<file path="src/issue_defs.svh">
/* issue stage widths and counts */

`ifndef ISSUE_DEFS_SVH
`define ISSUE_DEFS_SVH

// register file data word
`define ISSUE_WORD_W 32

// architectural register index
`define ISSUE_REG_ADDR_W 5

// scalar units, 0 alu, 1 load/store, 2 branch
`define ISSUE_NUM_FU 3

// wide enough to name any unit, index 3 is unused
`define ISSUE_FU_IDX_W 2

// source tag, 0 means operand ready
// j+1 means operand still produced by unit j
`define ISSUE_TAG_W 2

// age counter, saturates at its top value
`define ISSUE_AGE_W 2

// opcode field carried through to the units
`define ISSUE_OP_W 4

`endif

</file>
<file path="src/issue_pkg.sv">
/* issue stage types */

`default_nettype none

`include "issue_defs.svh"

package issue_pkg;

    // lifecycle of one unit's status row
    typedef enum logic [1:0] {
        FUST_EMPTY = 2'd0,
        FUST_WAIT  = 2'd1,
        FUST_RDY   = 2'd2,
        FUST_EX    = 2'd3
    } fust_state_e;

    // one dispatched scalar operation
    typedef struct packed {
        // opcode as decoded by dispatch
        logic [`ISSUE_OP_W-1:0]       op;
        // source and destination registers
        logic [`ISSUE_REG_ADDR_W-1:0] rs1;
        logic [`ISSUE_REG_ADDR_W-1:0] rs2;
        logic [`ISSUE_REG_ADDR_W-1:0] rd;
        // immediate, used as operand 2 when i_type is set
        logic [`ISSUE_WORD_W-1:0]     imm;
        logic                         i_type;
        // producer tags for rs1 and rs2
        logic [`ISSUE_TAG_W-1:0]      t1;
        logic [`ISSUE_TAG_W-1:0]      t2;
    } fust_row_t;

endpackage

`default_nettype wire

</file>
<file path="src/issue_ifs.sv">
/* issue stage internal interfaces */

`timescale 1ns/10ps
`default_nettype none

`include "issue_defs.svh"

// register file ports, one write and two reads
interface regfile_if;

    // write side, fed from writeback
    logic                         wen;
    logic [`ISSUE_REG_ADDR_W-1:0] wsel;
    logic [`ISSUE_WORD_W-1:0]     wdata;

    // read side, addressed by the issue selector
    logic [`ISSUE_REG_ADDR_W-1:0] rsel1;
    logic [`ISSUE_REG_ADDR_W-1:0] rsel2;
    logic [`ISSUE_WORD_W-1:0]     rdat1;
    logic [`ISSUE_WORD_W-1:0]     rdat2;

    // register file itself
    modport rf (
        input  wen, wsel, wdata, rsel1, rsel2,
        output rdat1, rdat2
    );

    // operand reader
    modport rd (
        output rsel1, rsel2,
        input  rdat1, rdat2
    );

endinterface

// status table contents toward the selector, grant back
interface fust_if;

    issue_pkg::fust_state_e [`ISSUE_NUM_FU-1:0]       state;
    issue_pkg::fust_row_t   [`ISSUE_NUM_FU-1:0]       row;
    logic [`ISSUE_NUM_FU-1:0][`ISSUE_AGE_W-1:0]       age;
    // one-hot or zero, only ever names a ready row
    logic [`ISSUE_NUM_FU-1:0]                         grant;

    // status table side
    modport tbl (
        output state, row, age,
        input  grant
    );

    // arbiter side
    modport sel (
        input  state, row, age,
        output grant
    );

endinterface

`default_nettype wire

</file>
<file path="src/fu_status_table.sv">
/* functional unit status table */

`timescale 1ns/10ps
`default_nettype none

`include "issue_defs.svh"

module fu_status_table (
    input  logic                       CLK,
    input  logic                       nRST,
    input  logic                       dispatch_en,
    input  logic [`ISSUE_FU_IDX_W-1:0] dispatch_fu,
    input  issue_pkg::fust_row_t       dispatch_row,
    input  logic [`ISSUE_NUM_FU-1:0]   fu_done,
    input  logic                       branch_miss,
    input  logic                       freeze,
    output logic [`ISSUE_NUM_FU-1:0]   busy,
    fust_if.tbl                        tbl
);

    localparam int NFU = `ISSUE_NUM_FU;
    localparam int TW  = `ISSUE_TAG_W;
    localparam int FW  = `ISSUE_FU_IDX_W;
    localparam int AW  = `ISSUE_AGE_W;
    localparam logic [AW-1:0] AGE_MAX = '1;

    issue_pkg::fust_state_e [NFU-1:0] state;
    issue_pkg::fust_state_e [NFU-1:0] state_n;
    issue_pkg::fust_row_t   [NFU-1:0] row;
    issue_pkg::fust_row_t   [NFU-1:0] row_n;
    logic [NFU-1:0][AW-1:0]           age;
    logic [NFU-1:0][AW-1:0]           age_n;
    // slot takes the dispatched row at this edge
    logic [NFU-1:0]                   take;
    // executing row retires at this edge
    logic [NFU-1:0]                   frees;
    logic                             accepted;

    // clear a tag whose producing unit signals done
    function automatic logic [TW-1:0] wake(
        input logic [TW-1:0]  tag,
        input logic [NFU-1:0] done
    );
        logic hit;
        hit = 1'b0;
        for (int j = 0; j < NFU; j++) begin
            if (done[j] && tag == TW'(j + 1)) begin
                hit = 1'b1;
            end
        end
        return hit ? '0 : tag;
    endfunction

    // dispatch acceptance
    // a slot is free when empty or when its op retires now
    // index 3 never matches a slot
    always_comb begin
        for (int i = 0; i < NFU; i++) begin
            frees[i] = (state[i] == issue_pkg::FUST_EX) && fu_done[i];
            take[i]  = dispatch_en && (dispatch_fu == FW'(i))
                       && ((state[i] == issue_pkg::FUST_EMPTY) || frees[i]);
        end
        accepted = |take;
    end

    // per-row next state, payload and age
    always_comb begin
        state_n = state;
        row_n   = row;
        age_n   = age;
        for (int i = 0; i < NFU; i++) begin
            // resident tags drop as producers finish
            row_n[i].t1 = wake(row[i].t1, fu_done);
            row_n[i].t2 = wake(row[i].t2, fu_done);

            case (state[i])
                issue_pkg::FUST_EMPTY: begin
                    if (take[i]) begin
                        state_n[i] = issue_pkg::FUST_WAIT;
                    end
                end
                issue_pkg::FUST_WAIT: begin
                    // both operands available
                    if (row[i].t1 == '0 && row[i].t2 == '0) begin
                        state_n[i] = issue_pkg::FUST_RDY;
                    end
                end
                issue_pkg::FUST_RDY: begin
                    // no recheck, the grant only names ready rows
                    if (tbl.grant[i]) begin
                        state_n[i] = issue_pkg::FUST_EX;
                    end
                end
                issue_pkg::FUST_EX: begin
                    // back-to-back dispatch refills the slot directly
                    if (frees[i]) begin
                        state_n[i] = take[i] ? issue_pkg::FUST_WAIT
                                             : issue_pkg::FUST_EMPTY;
                    end
                end
                default: begin
                    state_n[i] = issue_pkg::FUST_EMPTY;
                end
            endcase

            if (take[i]) begin
                // incoming row also sees same-cycle completions
                row_n[i]    = dispatch_row;
                row_n[i].t1 = wake(dispatch_row.t1, fu_done);
                row_n[i].t2 = wake(dispatch_row.t2, fu_done);
                age_n[i]    = AW'(1);
            end else if (state_n[i] == issue_pkg::FUST_EMPTY) begin
                age_n[i] = '0;
            end else if (accepted && age[i] != AGE_MAX) begin
                // everyone already here gets older
                age_n[i] = age[i] + 1'b1;
            end
        end
    end

    // control state, held on freeze, emptied on a miss
    always_ff @(posedge CLK, negedge nRST) begin
        if (!nRST) begin
            for (int i = 0; i < NFU; i++) begin
                state[i] <= issue_pkg::FUST_EMPTY;
                age[i]   <= '0;
            end
        end else if (!freeze) begin
            if (branch_miss) begin
                for (int i = 0; i < NFU; i++) begin
                    state[i] <= issue_pkg::FUST_EMPTY;
                    age[i]   <= '0;
                end
            end else begin
                state <= state_n;
                age   <= age_n;
            end
        end
    end

    // row payload
    always_ff @(posedge CLK) begin
        if (!freeze) begin
            row <= row_n;
        end
    end

    always_comb begin
        for (int i = 0; i < NFU; i++) begin
            busy[i] = (state[i] != issue_pkg::FUST_EMPTY);
        end
    end

    assign tbl.state = state;
    assign tbl.row   = row;
    assign tbl.age   = age;

endmodule

`default_nettype wire

</file>
<file path="src/issue_select.sv">
/* oldest-ready issue selector */

`timescale 1ns/10ps
`default_nettype none

`include "issue_defs.svh"

module issue_select (
    input  logic                         CLK,
    input  logic                         nRST,
    input  logic                         freeze,
    input  logic                         branch_miss,
    fust_if.sel                          sel,
    regfile_if.rd                        rd,
    output logic                         out_valid,
    output logic [`ISSUE_NUM_FU-1:0]     out_fu_en,
    output logic [`ISSUE_OP_W-1:0]       out_op,
    output logic [`ISSUE_REG_ADDR_W-1:0] out_rd,
    output logic [`ISSUE_WORD_W-1:0]     out_rdat1,
    output logic [`ISSUE_WORD_W-1:0]     out_rdat2
);

    localparam int NFU = `ISSUE_NUM_FU;
    localparam int FW  = `ISSUE_FU_IDX_W;

    logic                     found;
    logic [FW-1:0]            win;
    logic [`ISSUE_AGE_W-1:0]  win_age;
    logic [NFU-1:0]           grant;
    issue_pkg::fust_row_t     win_row;
    logic [`ISSUE_WORD_W-1:0] op2;

    // oldest ready row wins
    // strict compare keeps the lowest index on a tie
    always_comb begin
        found   = 1'b0;
        win     = '0;
        win_age = '0;
        for (int i = 0; i < NFU; i++) begin
            if (sel.state[i] == issue_pkg::FUST_RDY
                && (!found || sel.age[i] > win_age)) begin
                found   = 1'b1;
                win     = FW'(i);
                win_age = sel.age[i];
            end
        end
    end

    always_comb begin
        grant = '0;
        if (found) begin
            grant[win] = 1'b1;
        end
    end

    assign sel.grant = grant;

    // operand read for the winner
    assign win_row  = sel.row[win];
    assign rd.rsel1 = win_row.rs1;
    assign rd.rsel2 = win_row.rs2;
    // immediate forms replace the second register operand
    assign op2 = win_row.i_type ? win_row.imm : rd.rdat2;

    // issue valid and unit enable
    // one cycle per grant, freeze wins over a miss
    always_ff @(posedge CLK, negedge nRST) begin
        if (!nRST) begin
            out_valid <= 1'b0;
            out_fu_en <= '0;
        end else if (!freeze) begin
            if (branch_miss) begin
                out_valid <= 1'b0;
                out_fu_en <= '0;
            end else begin
                out_valid <= found;
                out_fu_en <= grant;
            end
        end
    end

    // issue payload, only loaded when something issues
    always_ff @(posedge CLK) begin
        if (!freeze && found) begin
            out_op    <= win_row.op;
            out_rd    <= win_row.rd;
            out_rdat1 <= rd.rdat1;
            out_rdat2 <= op2;
        end
    end

endmodule

`default_nettype wire

</file>
<file path="src/issue_stage.sv">
/* operand issue stage */

`timescale 1ns/10ps
`default_nettype none

`include "issue_defs.svh"

module issue_stage (
    input  logic                         CLK,
    input  logic                         nRST,
    // dispatch
    input  logic                         dispatch_en,
    input  logic [`ISSUE_FU_IDX_W-1:0]   dispatch_fu,
    input  logic [`ISSUE_OP_W-1:0]       dispatch_op,
    input  logic [`ISSUE_REG_ADDR_W-1:0] dispatch_rs1,
    input  logic [`ISSUE_REG_ADDR_W-1:0] dispatch_rs2,
    input  logic [`ISSUE_REG_ADDR_W-1:0] dispatch_rd,
    input  logic [`ISSUE_WORD_W-1:0]     dispatch_imm,
    input  logic                         dispatch_i_type,
    input  logic [`ISSUE_TAG_W-1:0]      dispatch_t1,
    input  logic [`ISSUE_TAG_W-1:0]      dispatch_t2,
    // completion and writeback
    input  logic [`ISSUE_NUM_FU-1:0]     fu_done,
    input  logic                         wb_en,
    input  logic [`ISSUE_REG_ADDR_W-1:0] wb_sel,
    input  logic [`ISSUE_WORD_W-1:0]     wb_data,
    // pipeline control
    input  logic                         branch_miss,
    input  logic                         freeze,
    // status and issue word
    output logic [`ISSUE_NUM_FU-1:0]     busy,
    output logic                         out_valid,
    output logic [`ISSUE_NUM_FU-1:0]     out_fu_en,
    output logic [`ISSUE_OP_W-1:0]       out_op,
    output logic [`ISSUE_REG_ADDR_W-1:0] out_rd,
    output logic [`ISSUE_WORD_W-1:0]     out_rdat1,
    output logic [`ISSUE_WORD_W-1:0]     out_rdat2
);

    regfile_if            rfif ();
    fust_if               fif ();
    issue_pkg::fust_row_t disp_row;

    // gather the dispatch fields into one row
    always_comb begin
        disp_row.op     = dispatch_op;
        disp_row.rs1    = dispatch_rs1;
        disp_row.rs2    = dispatch_rs2;
        disp_row.rd     = dispatch_rd;
        disp_row.imm    = dispatch_imm;
        disp_row.i_type = dispatch_i_type;
        disp_row.t1     = dispatch_t1;
        disp_row.t2     = dispatch_t2;
    end

    // writeback goes straight in, freeze does not stop it
    assign rfif.wen   = wb_en;
    assign rfif.wsel  = wb_sel;
    assign rfif.wdata = wb_data;

    regfile u_rf (
        .CLK (CLK),
        .nRST(nRST),
        .rf  (rfif.rf)
    );

    fu_status_table u_table (
        .CLK         (CLK),
        .nRST        (nRST),
        .dispatch_en (dispatch_en),
        .dispatch_fu (dispatch_fu),
        .dispatch_row(disp_row),
        .fu_done     (fu_done),
        .branch_miss (branch_miss),
        .freeze      (freeze),
        .busy        (busy),
        .tbl         (fif.tbl)
    );

    // table and register file feed the selector side by side
    issue_select u_select (
        .CLK        (CLK),
        .nRST       (nRST),
        .freeze     (freeze),
        .branch_miss(branch_miss),
        .sel        (fif.sel),
        .rd         (rfif.rd),
        .out_valid  (out_valid),
        .out_fu_en  (out_fu_en),
        .out_op     (out_op),
        .out_rd     (out_rd),
        .out_rdat1  (out_rdat1),
        .out_rdat2  (out_rdat2)
    );

endmodule

`default_nettype wire

</file>
<file path="src/regfile.sv">
/* scalar register file */

`timescale 1ns/10ps
`default_nettype none

`include "issue_defs.svh"

module regfile (
    input logic   CLK,
    input logic   nRST,
    regfile_if.rf rf
);

    localparam int NREGS = 1 << `ISSUE_REG_ADDR_W;

    logic [`ISSUE_WORD_W-1:0] regs [NREGS];
    // read address matches a live write this cycle
    logic                     byp1;
    logic                     byp2;

    // x0 is never written, it stays at its reset value
    always_ff @(posedge CLK, negedge nRST) begin
        if (!nRST) begin
            for (int i = 0; i < NREGS; i++) begin
                regs[i] <= '0;
            end
        end else if (rf.wen && rf.wsel != '0) begin
            regs[rf.wsel] <= rf.wdata;
        end
    end

    assign byp1 = rf.wen && (rf.wsel == rf.rsel1);
    assign byp2 = rf.wen && (rf.wsel == rf.rsel2);

    // combinational reads
    // x0 reads zero even against a write to it
    always_comb begin
        if (rf.rsel1 == '0) begin
            rf.rdat1 = '0;
        end else if (byp1) begin
            rf.rdat1 = rf.wdata;
        end else begin
            rf.rdat1 = regs[rf.rsel1];
        end

        if (rf.rsel2 == '0) begin
            rf.rdat2 = '0;
        end else if (byp2) begin
            rf.rdat2 = rf.wdata;
        end else begin
            rf.rdat2 = regs[rf.rsel2];
        end
    end

endmodule

`default_nettype wire
</file>
<file path="config.mk">
export PLATFORM = sky130hd
export DESIGN_NAME = issue_stage
export DESIGN_NICKNAME = d
export VERILOG_FILES = /design/src/issue_pkg.sv /design/src/issue_ifs.sv /design/src/fu_status_table.sv /design/src/issue_select.sv /design/src/issue_stage.sv /design/src/regfile.sv
export VERILOG_INCLUDE_DIRS = /design/src
export SDC_FILE = /design/constraint.sdc
export NUM_CORES = 2
export LEC_CHECK = 0
export BUFFER_PORTS_ARGS = -buffer_cell sky130_fd_sc_hd__buf_2
export CORE_MARGIN = 3
export CORE_UTILIZATION = 55
export DETAILED_ROUTE_END_ITERATION = 12
export PLACE_DENSITY_LB_ADDON = 0.2
export SLEW_MARGIN = 20
export SYNTH_ARGS = -nofsm -noshare
export SYNTH_HDL_FRONTEND = slang
export SYNTH_HIERARCHICAL = 1
export SYNTH_SLANG_ARGS = --single-unit
</file>
<file path="constraint.sdc">
create_clock -name CLK -period 8.25 [get_ports CLK]
set_clock_uncertainty 0.15 [all_clocks]
set_input_delay 0.4125 -clock CLK [delete_from_list [all_inputs] [get_ports CLK]]
set_output_delay 0.4125 -clock CLK [all_outputs]
set_load 0.05 [all_outputs]
</file>
# Word-level counts from Yosys, hierarchy flattened
# Index checks and enable logic that the tools add are counted.
dict set report op_classes {
  addsub 3
  mux 101
  order_cmp 8
  reduce_logical 96
  bitwise_logic 4
  n_eq_ne 40
}
# cell n
set ops {}
lappend ops {{$bwmux W1024} 1}
lappend ops {{$bmux W32 S5} 2}
lappend ops {{$mux W32} 9}
lappend ops {{$demux W32 S5} 1}
lappend ops {{$bmux W56 S2} 1}
lappend ops {{$mux W2} 36}
lappend ops {{$mux W56} 1}
lappend ops {{$logic_and A1 B1 Y1} 47}
lappend ops {{$eq A2 B2 Y1 const B} 23}
lappend ops {{$mux W1} 39}
lappend ops {{$logic_not A2 Y1} 13}
lappend ops {{$eq A2 B1 Y1 const B} 12}
lappend ops {{$pmux W2 S4} 3}
lappend ops {{$reduce_and A2 Y1} 12}
lappend ops {{$ge A6 B6 Y1 const B} 3}
lappend ops {{$not A5 Y6} 3}
lappend ops {{$reduce_bool A2 Y1} 9}
lappend ops {{$mux W4} 3}
lappend ops {{$mux W6} 2}
lappend ops {{$reduce_bool A4 Y1} 3}
lappend ops {{$eq A5 B5 Y1} 2}
lappend ops {{$logic_not A5 Y1} 2}
lappend ops {{$add A2 B1 Y2 const B} 3}
lappend ops {{$lt A6 B1 Y1 const B} 1}
lappend ops {{other kinds (11)} 21}
dict set report word_totals {
  output_inout_bits 80
  ff_bits 1281
  in_bits 104
}

# Depth between registers and ports, before layout
dict set report logic_depth {
  word_depth 21
  mapped_depth 30
  mapped_depth_nobuf 21
}

# Modules after synthesis
# The synthesis kept the hierarchy.
# module seq_area_each_um2 area_per_inst_um2 cells_each n_inst
set by_module_without_submodules {}
lappend by_module_without_submodules {regfile 25624.6 55249.2 3861 1}
lappend by_module_without_submodules {fu_status_table 5345.1 6277.3 331 1}
lappend by_module_without_submodules {issue_select 2292.2 4106.4 342 1}

# Worst setup path after synthesis
# No wires, ideal clock.
dict set report synth_timing {
  kind {reg2reg}
  startpoint {register u_table.state, in the netlist u_table/tbl.state[1]}
  endpoint {register u_select.out_rdat2[13], data pin}
  t_arrival_ns 5.432
  n_path_buf 8
  setup_slack_ns 2.405
  t_required_ns 7.837
  period_less_slack_ns 5.845
  setup_ns 0.263
  stages_incl_launch_ff 27
  path_cell_list {dfrtp_1 > nor2b_1 > nand2_1 > ha_1 > nor2b_1 > o311ai_1 > clkbuf_1 > o21ai_0 > ha_1 > nand2_1 > o211a_1 > clkbuf_1 > nor2_1 > inv_1 > buf_2 > buf_2 > nand2_1 > nand2_1 > buf_4 > buf_4 > buf_6 > buf_2 > mux4_2 > a22oi_1 > nand2_1 > a221o_1 > a2bb2oi_2}
}
# item line_no
set synth_lines {}
lappend synth_lines {{from (decl)} fu_status_table.sv:27} ;# issue_pkg::fust_state_e [NFU-1:0] state;
lappend synth_lines {{from (signal, indexed assignment)} fu_status_table.sv:125} ;# state[i] <= issue_pkg::FUST_EMPTY;
lappend synth_lines {{from (signal, indexed assignment)} fu_status_table.sv:131} ;# state[i] <= issue_pkg::FUST_EMPTY;
lappend synth_lines {{from (signal assigned)} fu_status_table.sv:135} ;# state <= state_n;
lappend synth_lines {{to (signal assigned)} issue_select.sv:88} ;# out_rdat2 <= op2;
lappend synth_lines {{to (decl)} issue_select.sv:20} ;# output logic [`ISSUE_WORD_W-1:0] out_rdat2

# Worst setup path after layout
dict set report layout_timing {
  startpoint {register u_table.state, in the netlist u_table/tbl.state[1]}
  endpoint {register u_select.out_rdat2[21], data pin}
}
dict set report layout_between {
  elab_chain_cells 19
  elab_cells_between_ends 27
  cone_classes {order compare: 2; eq/ne: 2; mux: 14; bitwise: 1; reduce/logical: 8}
}
# item line_no
set layout_rtl {}
lappend layout_rtl {{$eq A2 B2 Y1 (*)} issue_select.sv:40} ;# if (sel.state[i] == issue_pkg::FUST_RDY
lappend layout_rtl {{$mux W2 / $mux W1 (equally long branches)} issue_select.sv:40}
lappend layout_rtl {{$gt A2 B2 Y1 / $logic_not A1 Y1 (equally long branches)} issue_select.sv:41} ;# && (!found || sel.age[i] > win_age)) begin
lappend layout_rtl {{$logic_or A1 B1 Y1} issue_select.sv:41}
lappend layout_rtl {{$logic_and A1 B1 Y1} issue_select.sv:41}
lappend layout_rtl {{$mux W2 / $mux W1 (equally long branches)} issue_select.sv:40}
lappend layout_rtl {{$gt A2 B2 Y1 / $logic_not A1 Y1 (equally long branches)} issue_select.sv:41}
lappend layout_rtl {{$logic_or A1 B1 Y1} issue_select.sv:41}
lappend layout_rtl {{(+4 left out)} -}
lappend layout_rtl {{via rfif.rsel2[2]} issue_ifs.sv:18} ;# logic [`ISSUE_REG_ADDR_W-1:0] rsel2;
lappend layout_rtl {{$not A5 Y6 (not written as such)} regfile.sv:51} ;# rf.rdat2 = regs[rf.rsel2];
lappend layout_rtl {{$bmux W32 S5} regfile.sv:51}
lappend layout_rtl {{$mux W32 (not written as such) (2 in series)} regfile.sv:51}
lappend layout_rtl {{$mux W32} regfile.sv:48} ;# end else if (byp2) begin
lappend layout_rtl {{$mux W32 (*)} regfile.sv:46} ;# if (rf.rsel2 == '0) begin
lappend layout_rtl {{via rfif.rdat2[21]} issue_ifs.sv:20} ;# logic [`ISSUE_WORD_W-1:0] rdat2;
lappend layout_rtl {{$mux W32 (*)} issue_select.sv:63} ;# assign op2 = win_row.i_type ? win_row.imm : rd.rdat2;
lappend layout_rtl {{via u_select.op2[21]} issue_select.sv:31} ;# logic [`ISSUE_WORD_W-1:0] op2;
# The timed path passes the listed nets; every way through them passes the cells marked *. The select of a mux whose other input is x is not followed.
# A chain may end at the register's enable or synchronous reset.

==> impl_results.md <==
* Critical path required time at 8620 ps
* Run status: finished, final reports clean
* Initial DRC Count at 5691
* Via/cell ratio at 7.15
* Number of buffer cells added on primary ports at 183
* Power per cell area at 321 mW/mm^2
* Vias in the first global route at 44500
* Highest clock rate at 0.129 GHz
* Remaining antenna violation count after routing at 0
* Number of max-slew violations in the final report at 0
* TritonCTS clock tree: built
* Gates resized, CTS repair at 0
* Total DRC errors in the routed layout at 0
* Count of boundary I/O pins at 184
* Start-to-end type of the worst setup path: reg -> reg
* Top FF cell, synth: sky130_fd_sc_hd__dfrtp_1
* Layout overhead on the synthesized area at 11.5%
* Uppermost routed layer: met5
* Root buffer cell: sky130_fd_sc_hd__clkbuf_16
* Pleak at 30.9 nW
* Number of detailed-route iterations in the first pass at 9
* Initial antenna violation count at 18
* DPL Wire Length at 137 mm
* Site Rows at 126
* Number of enable flip-flop cells after synthesis at 241
* Count of max-cap constraint violations at 0
* Internal reg-to-reg setup slack at 490 ps
* Transition at the pin with the smallest max-transition slack at 1200 ps
* Cell occurring most often along the worst timing path: sky130_fd_sc_hd__nor2b_1
* Arrival time at the worst endpoint at 8130 ps
* Hold violation count in the final report at 0
* TritonCTS sink count at 1281
* Clock slew seen by the registers of the worst setup and hold paths at 60 ps
* Routed wire per std cell at 35.6 microns
* Wire length after detailed routing at 223 mm
* Chip width at 351 microns
* Number of flip-flops and latches in the synthesized netlist at 1281
* Total Die Area at 0.124 sq mm
* Biggest cell delay along the critical path at 700 ps
* Pin count of the biggest net entering global routing at 153
* Layout cell share with drive strength beyond 1 at 44.1%
* Total power of the final layout at 23.5 mW
* Warning count from the yosys run at 6
* CTS Buf Count at 140
* Final cell count without fillers at 6262
* CTS H-tree lvls at 4
* Worst-Skew Late Latency at 790 ps
* Depth of the worst hold-timing path at 3
* Setup TNS after final layout at 0 ps
* Final layout net count at 4709
* Final setup viols at 0
* Initial standard-cell utilization of the core at 55.5%
* Syn Nets at 4645
* Depth of the most critical reg-to-reg path at 22
* Avg Inst Size Synth at 14.5 sq um
* Detailed-routing wirelength on met1 at 85.0 mm
* Worst slew margin relative to its limit at 20.0%
* Worst hold-check path type: in -> reg
* Worst IR drop on VDD at 0.262 mV
* Crit path launch type: register
* Cell with the largest stage delay on the worst path: sky130_fd_sc_hd__nor3_4
* Critical Path Fanout Max at 37
* Number of vias after detailed routing at 44800
* Unique masters post-synth at 82
* Final critical delay including setup and external delays at 7760 ps
* Overall Global Routing Usage at 36.3%
* Levels on crit path at 22
* Crit end category: register
* Share of flip-flops with an asynchronous set or reset at 81.2%
* Gr ovfl total at 0
* Routed length on met3 at 23.9 mm
* Placed Area at 0.0678 sq mm
* Total non-filler cell area in the finished layout at 0.0732 sq mm
* Buffers from clock root to sink, at most at 3
* Series of cell instances along the critical path: nor2b_1 -> nand2_1 -> ha_1 -> nor2b_1 -> o311a_4 -> nor2_1 -> a21oi_1 -> ha_1 -> nor2b_1 -> o211a_1 -> buf_4 -> nor3_4 -> a22oi_1 -> nand2_4 -> buf_4 -> mux4_2 -> mux2i_1 -> o21ai_0 -> a211oi_1 -> nor3_1 -> inv_1 -> o32ai_1
* Final period util at 94.0%
* Netlist area before placement at 0.0656 sq mm
* Std-Cell Core Area at 0.118 sq mm
* Cell type group with the largest total delay on the critical path: simple AND/OR/NAND/NOR gates
* Placer Congestion at 0.926
* Met2 layer wire length in the routed design at 99.1 mm
* Global-route wire length before repair at 321 mm
* Die height at 351 microns
* Crit path buffers/inverters at 3
* Unrepaired setup endpoints after global routing: no
* # placed instances at 5927
* Post-synthesis instance total at 4534
* Sequential share of the synthesized area at 50.7%
==> final cells by class <==
cell class | count | area, sq um
fill | 8846 | 45100
sequential | 1281 | 33300
multi-input combinational | 2749 | 30200
clock buffer | 204 | 4070
timing repair buffer | 400 | 2980
tap | 1536 | 1920
clock inverter | 55 | 583
inverter | 26 | 97.6
antenna | 11 | 27.5
==> per-stage QoR <==
| step | setup WS (ps) | util (%) | hold WS, ps |
|---|---|---|---|
| after floorplan | 2400 | - | -33.1 |
| after global placement | 769 | 57.3 | 229 |
| after detailed placement | 782 | 57.4 | 235 |
| after CTS | 737 | 61.9 | 28.3 |
| after global routing | 278 | 61.9 | 97.8 |
| final | 494 | 61.9 | 67.7 |
==> cells by family after synthesis <==
logic type	share of synthesized area (%)
buf+inv	3.82
fa+ha+maj	0.133
simple gates	3.61
xor+xnor	0.133
compound gates	6.59
mux	35.0
flops	50.7
==> power by group <==
part / switching (mW) / leakage [nW] / internal (mW) / total (mW)
logic: 4.88 / 13.0 / 3.71 / 8.59
clock network: 2.69 / 2.29 / 3.70 / 6.38
registers: 0.844 / 15.6 / 7.66 / 8.50
==> cell usage after synthesis, types with 14 or more instances <==
cell                        instances  area [sq um]
sky130_fd_sc_hd__a2111oi_0         14           123
sky130_fd_sc_hd__a211oi_1          20           150
sky130_fd_sc_hd__a21o_1            20           150
sky130_fd_sc_hd__a21oi_1           84           420
sky130_fd_sc_hd__a221o_1           26           260
sky130_fd_sc_hd__a221oi_1          42           368
sky130_fd_sc_hd__a22o_1            15           131
sky130_fd_sc_hd__a22oi_1          137          1030
sky130_fd_sc_hd__a2bb2oi_2         20           300
sky130_fd_sc_hd__buf_1             43           161
sky130_fd_sc_hd__buf_2            114           571
sky130_fd_sc_hd__buf_4             43           323
sky130_fd_sc_hd__buf_6             28           315
sky130_fd_sc_hd__clkbuf_1         241           905
sky130_fd_sc_hd__dfrtp_1         1040         26000
sky130_fd_sc_hd__edfxtp_1         241          7240
sky130_fd_sc_hd__inv_1             25          93.8
sky130_fd_sc_hd__mux2_2          1031         11600
sky130_fd_sc_hd__mux2i_1          227          2270
sky130_fd_sc_hd__mux4_1            21           552
sky130_fd_sc_hd__mux4_2           380          8560
sky130_fd_sc_hd__nand2_1          155           582
sky130_fd_sc_hd__nand3_1           29           145
sky130_fd_sc_hd__nor2_1           125           469
sky130_fd_sc_hd__nor2b_1           37           231
sky130_fd_sc_hd__nor3_1            75           375
sky130_fd_sc_hd__o21ai_0           49           245
sky130_fd_sc_hd__o221ai_1          17           149
sky130_fd_sc_hd__o22ai_1           65           407
sky130_fd_sc_hd__o32ai_1           14           123
==> worst min-delay path: cells and delay by family <==
family          cells  cell delay, ps
simple gates        1             230
buf+inv             1             230
compound gates      1              80
==> path summary, 6_finish.rpt <==
path	start	to
max reg2reg	u_table/tbl.state[1]	u_select/out_rdat2[21]
min	fu_done[2]	u_table/tbl.state[5]
max in group asynchronous	nRST	u_rf/regs[661]
min reg2reg	u_rf/regs[1002]	u_rf/regs[1002]
min in group asynchronous	nRST	u_table/tbl.state[2]
max	u_table/tbl.state[1]	u_select/out_rdat2[21]
==> cells in the final DEF (no fill, tap or decap), types with 10 or more instances in the layout <==
master                          synthesis  final
sky130_fd_sc_hd__o22ai_1               65     65
sky130_fd_sc_hd__dlygate4sd3_1          0     65
sky130_fd_sc_hd__clkbuf_1             241     36
sky130_fd_sc_hd__a221oi_1              42     40
sky130_fd_sc_hd__clkbuf_8               0     24
sky130_fd_sc_hd__nand3_1               29     29
sky130_fd_sc_hd__nand2b_1              11     11
sky130_fd_sc_hd__nor2b_1               37     34
sky130_fd_sc_hd__mux4_2               380    380
sky130_fd_sc_hd__a22o_1                15     15
sky130_fd_sc_hd__mux2i_1              227    227
sky130_fd_sc_hd__a221o_1               26     26
sky130_fd_sc_hd__nor3_1                75     72
sky130_fd_sc_hd__dfrtp_1             1040   1040
sky130_fd_sc_hd__nor2_4                 0     24
sky130_fd_sc_hd__a2bb2oi_2             20     20
sky130_fd_sc_hd__a21o_1                20     20
sky130_fd_sc_hd__o21ai_0               49     48
sky130_fd_sc_hd__buf_4                 43    132
sky130_fd_sc_hd__buf_2                114    182
sky130_fd_sc_hd__nand2_2                0     19
sky130_fd_sc_hd__a211oi_1              20     20
sky130_fd_sc_hd__buf_12                 3     19
sky130_fd_sc_hd__a22oi_1              137    137
sky130_fd_sc_hd__diode_2                0     11
sky130_fd_sc_hd__mux4_1                21     21
sky130_fd_sc_hd__a2111oi_0             14     13
sky130_fd_sc_hd__clkinv_2               0     22
sky130_fd_sc_hd__xnor2_1               10     10
sky130_fd_sc_hd__o32ai_1               14     14
sky130_fd_sc_hd__clkbuf_16              0    144
sky130_fd_sc_hd__o221ai_1              17     17
sky130_fd_sc_hd__mux2_2              1031   1031
sky130_fd_sc_hd__nor2_1               125     99
sky130_fd_sc_hd__edfxtp_1             241    241
sky130_fd_sc_hd__a21oi_1               84     84
sky130_fd_sc_hd__inv_1                 25     25
sky130_fd_sc_hd__nand2_1              155    130
==> state kept, by name (all words and copies together) (netlist names) <==
signal,count
u_rf/regs,1024
u_table/tbl.row,168
u_select/out_rdat1,32
u_select/out_rdat2,32
u_table/tbl.age,6
u_table/tbl.state,6
u_select/out_rd,5
u_select/out_op,4
u_select/out_fu_en,3
u_select/out_valid,1
==> repair_timing <==
action | 4_1_cts | 5_1_grt
hold endpoints to repair | 277 | 0
hold buffers | 65 | 0
setup buffers | 0 | 0
==> per-layer routing <==
| metal | vias to the layer above | track usage (%) |
|---|---|---|
| met1 | 23700 | 48.6 |
| met3 | 730 | 10.1 |
| met4 | 14 | 21.4 |
| met2 | 2678 | 53.3 |
| met5 | - | 0 |
| li1 | 17700 | - |
Note: power is estimated with default switching activity, not from simulation.
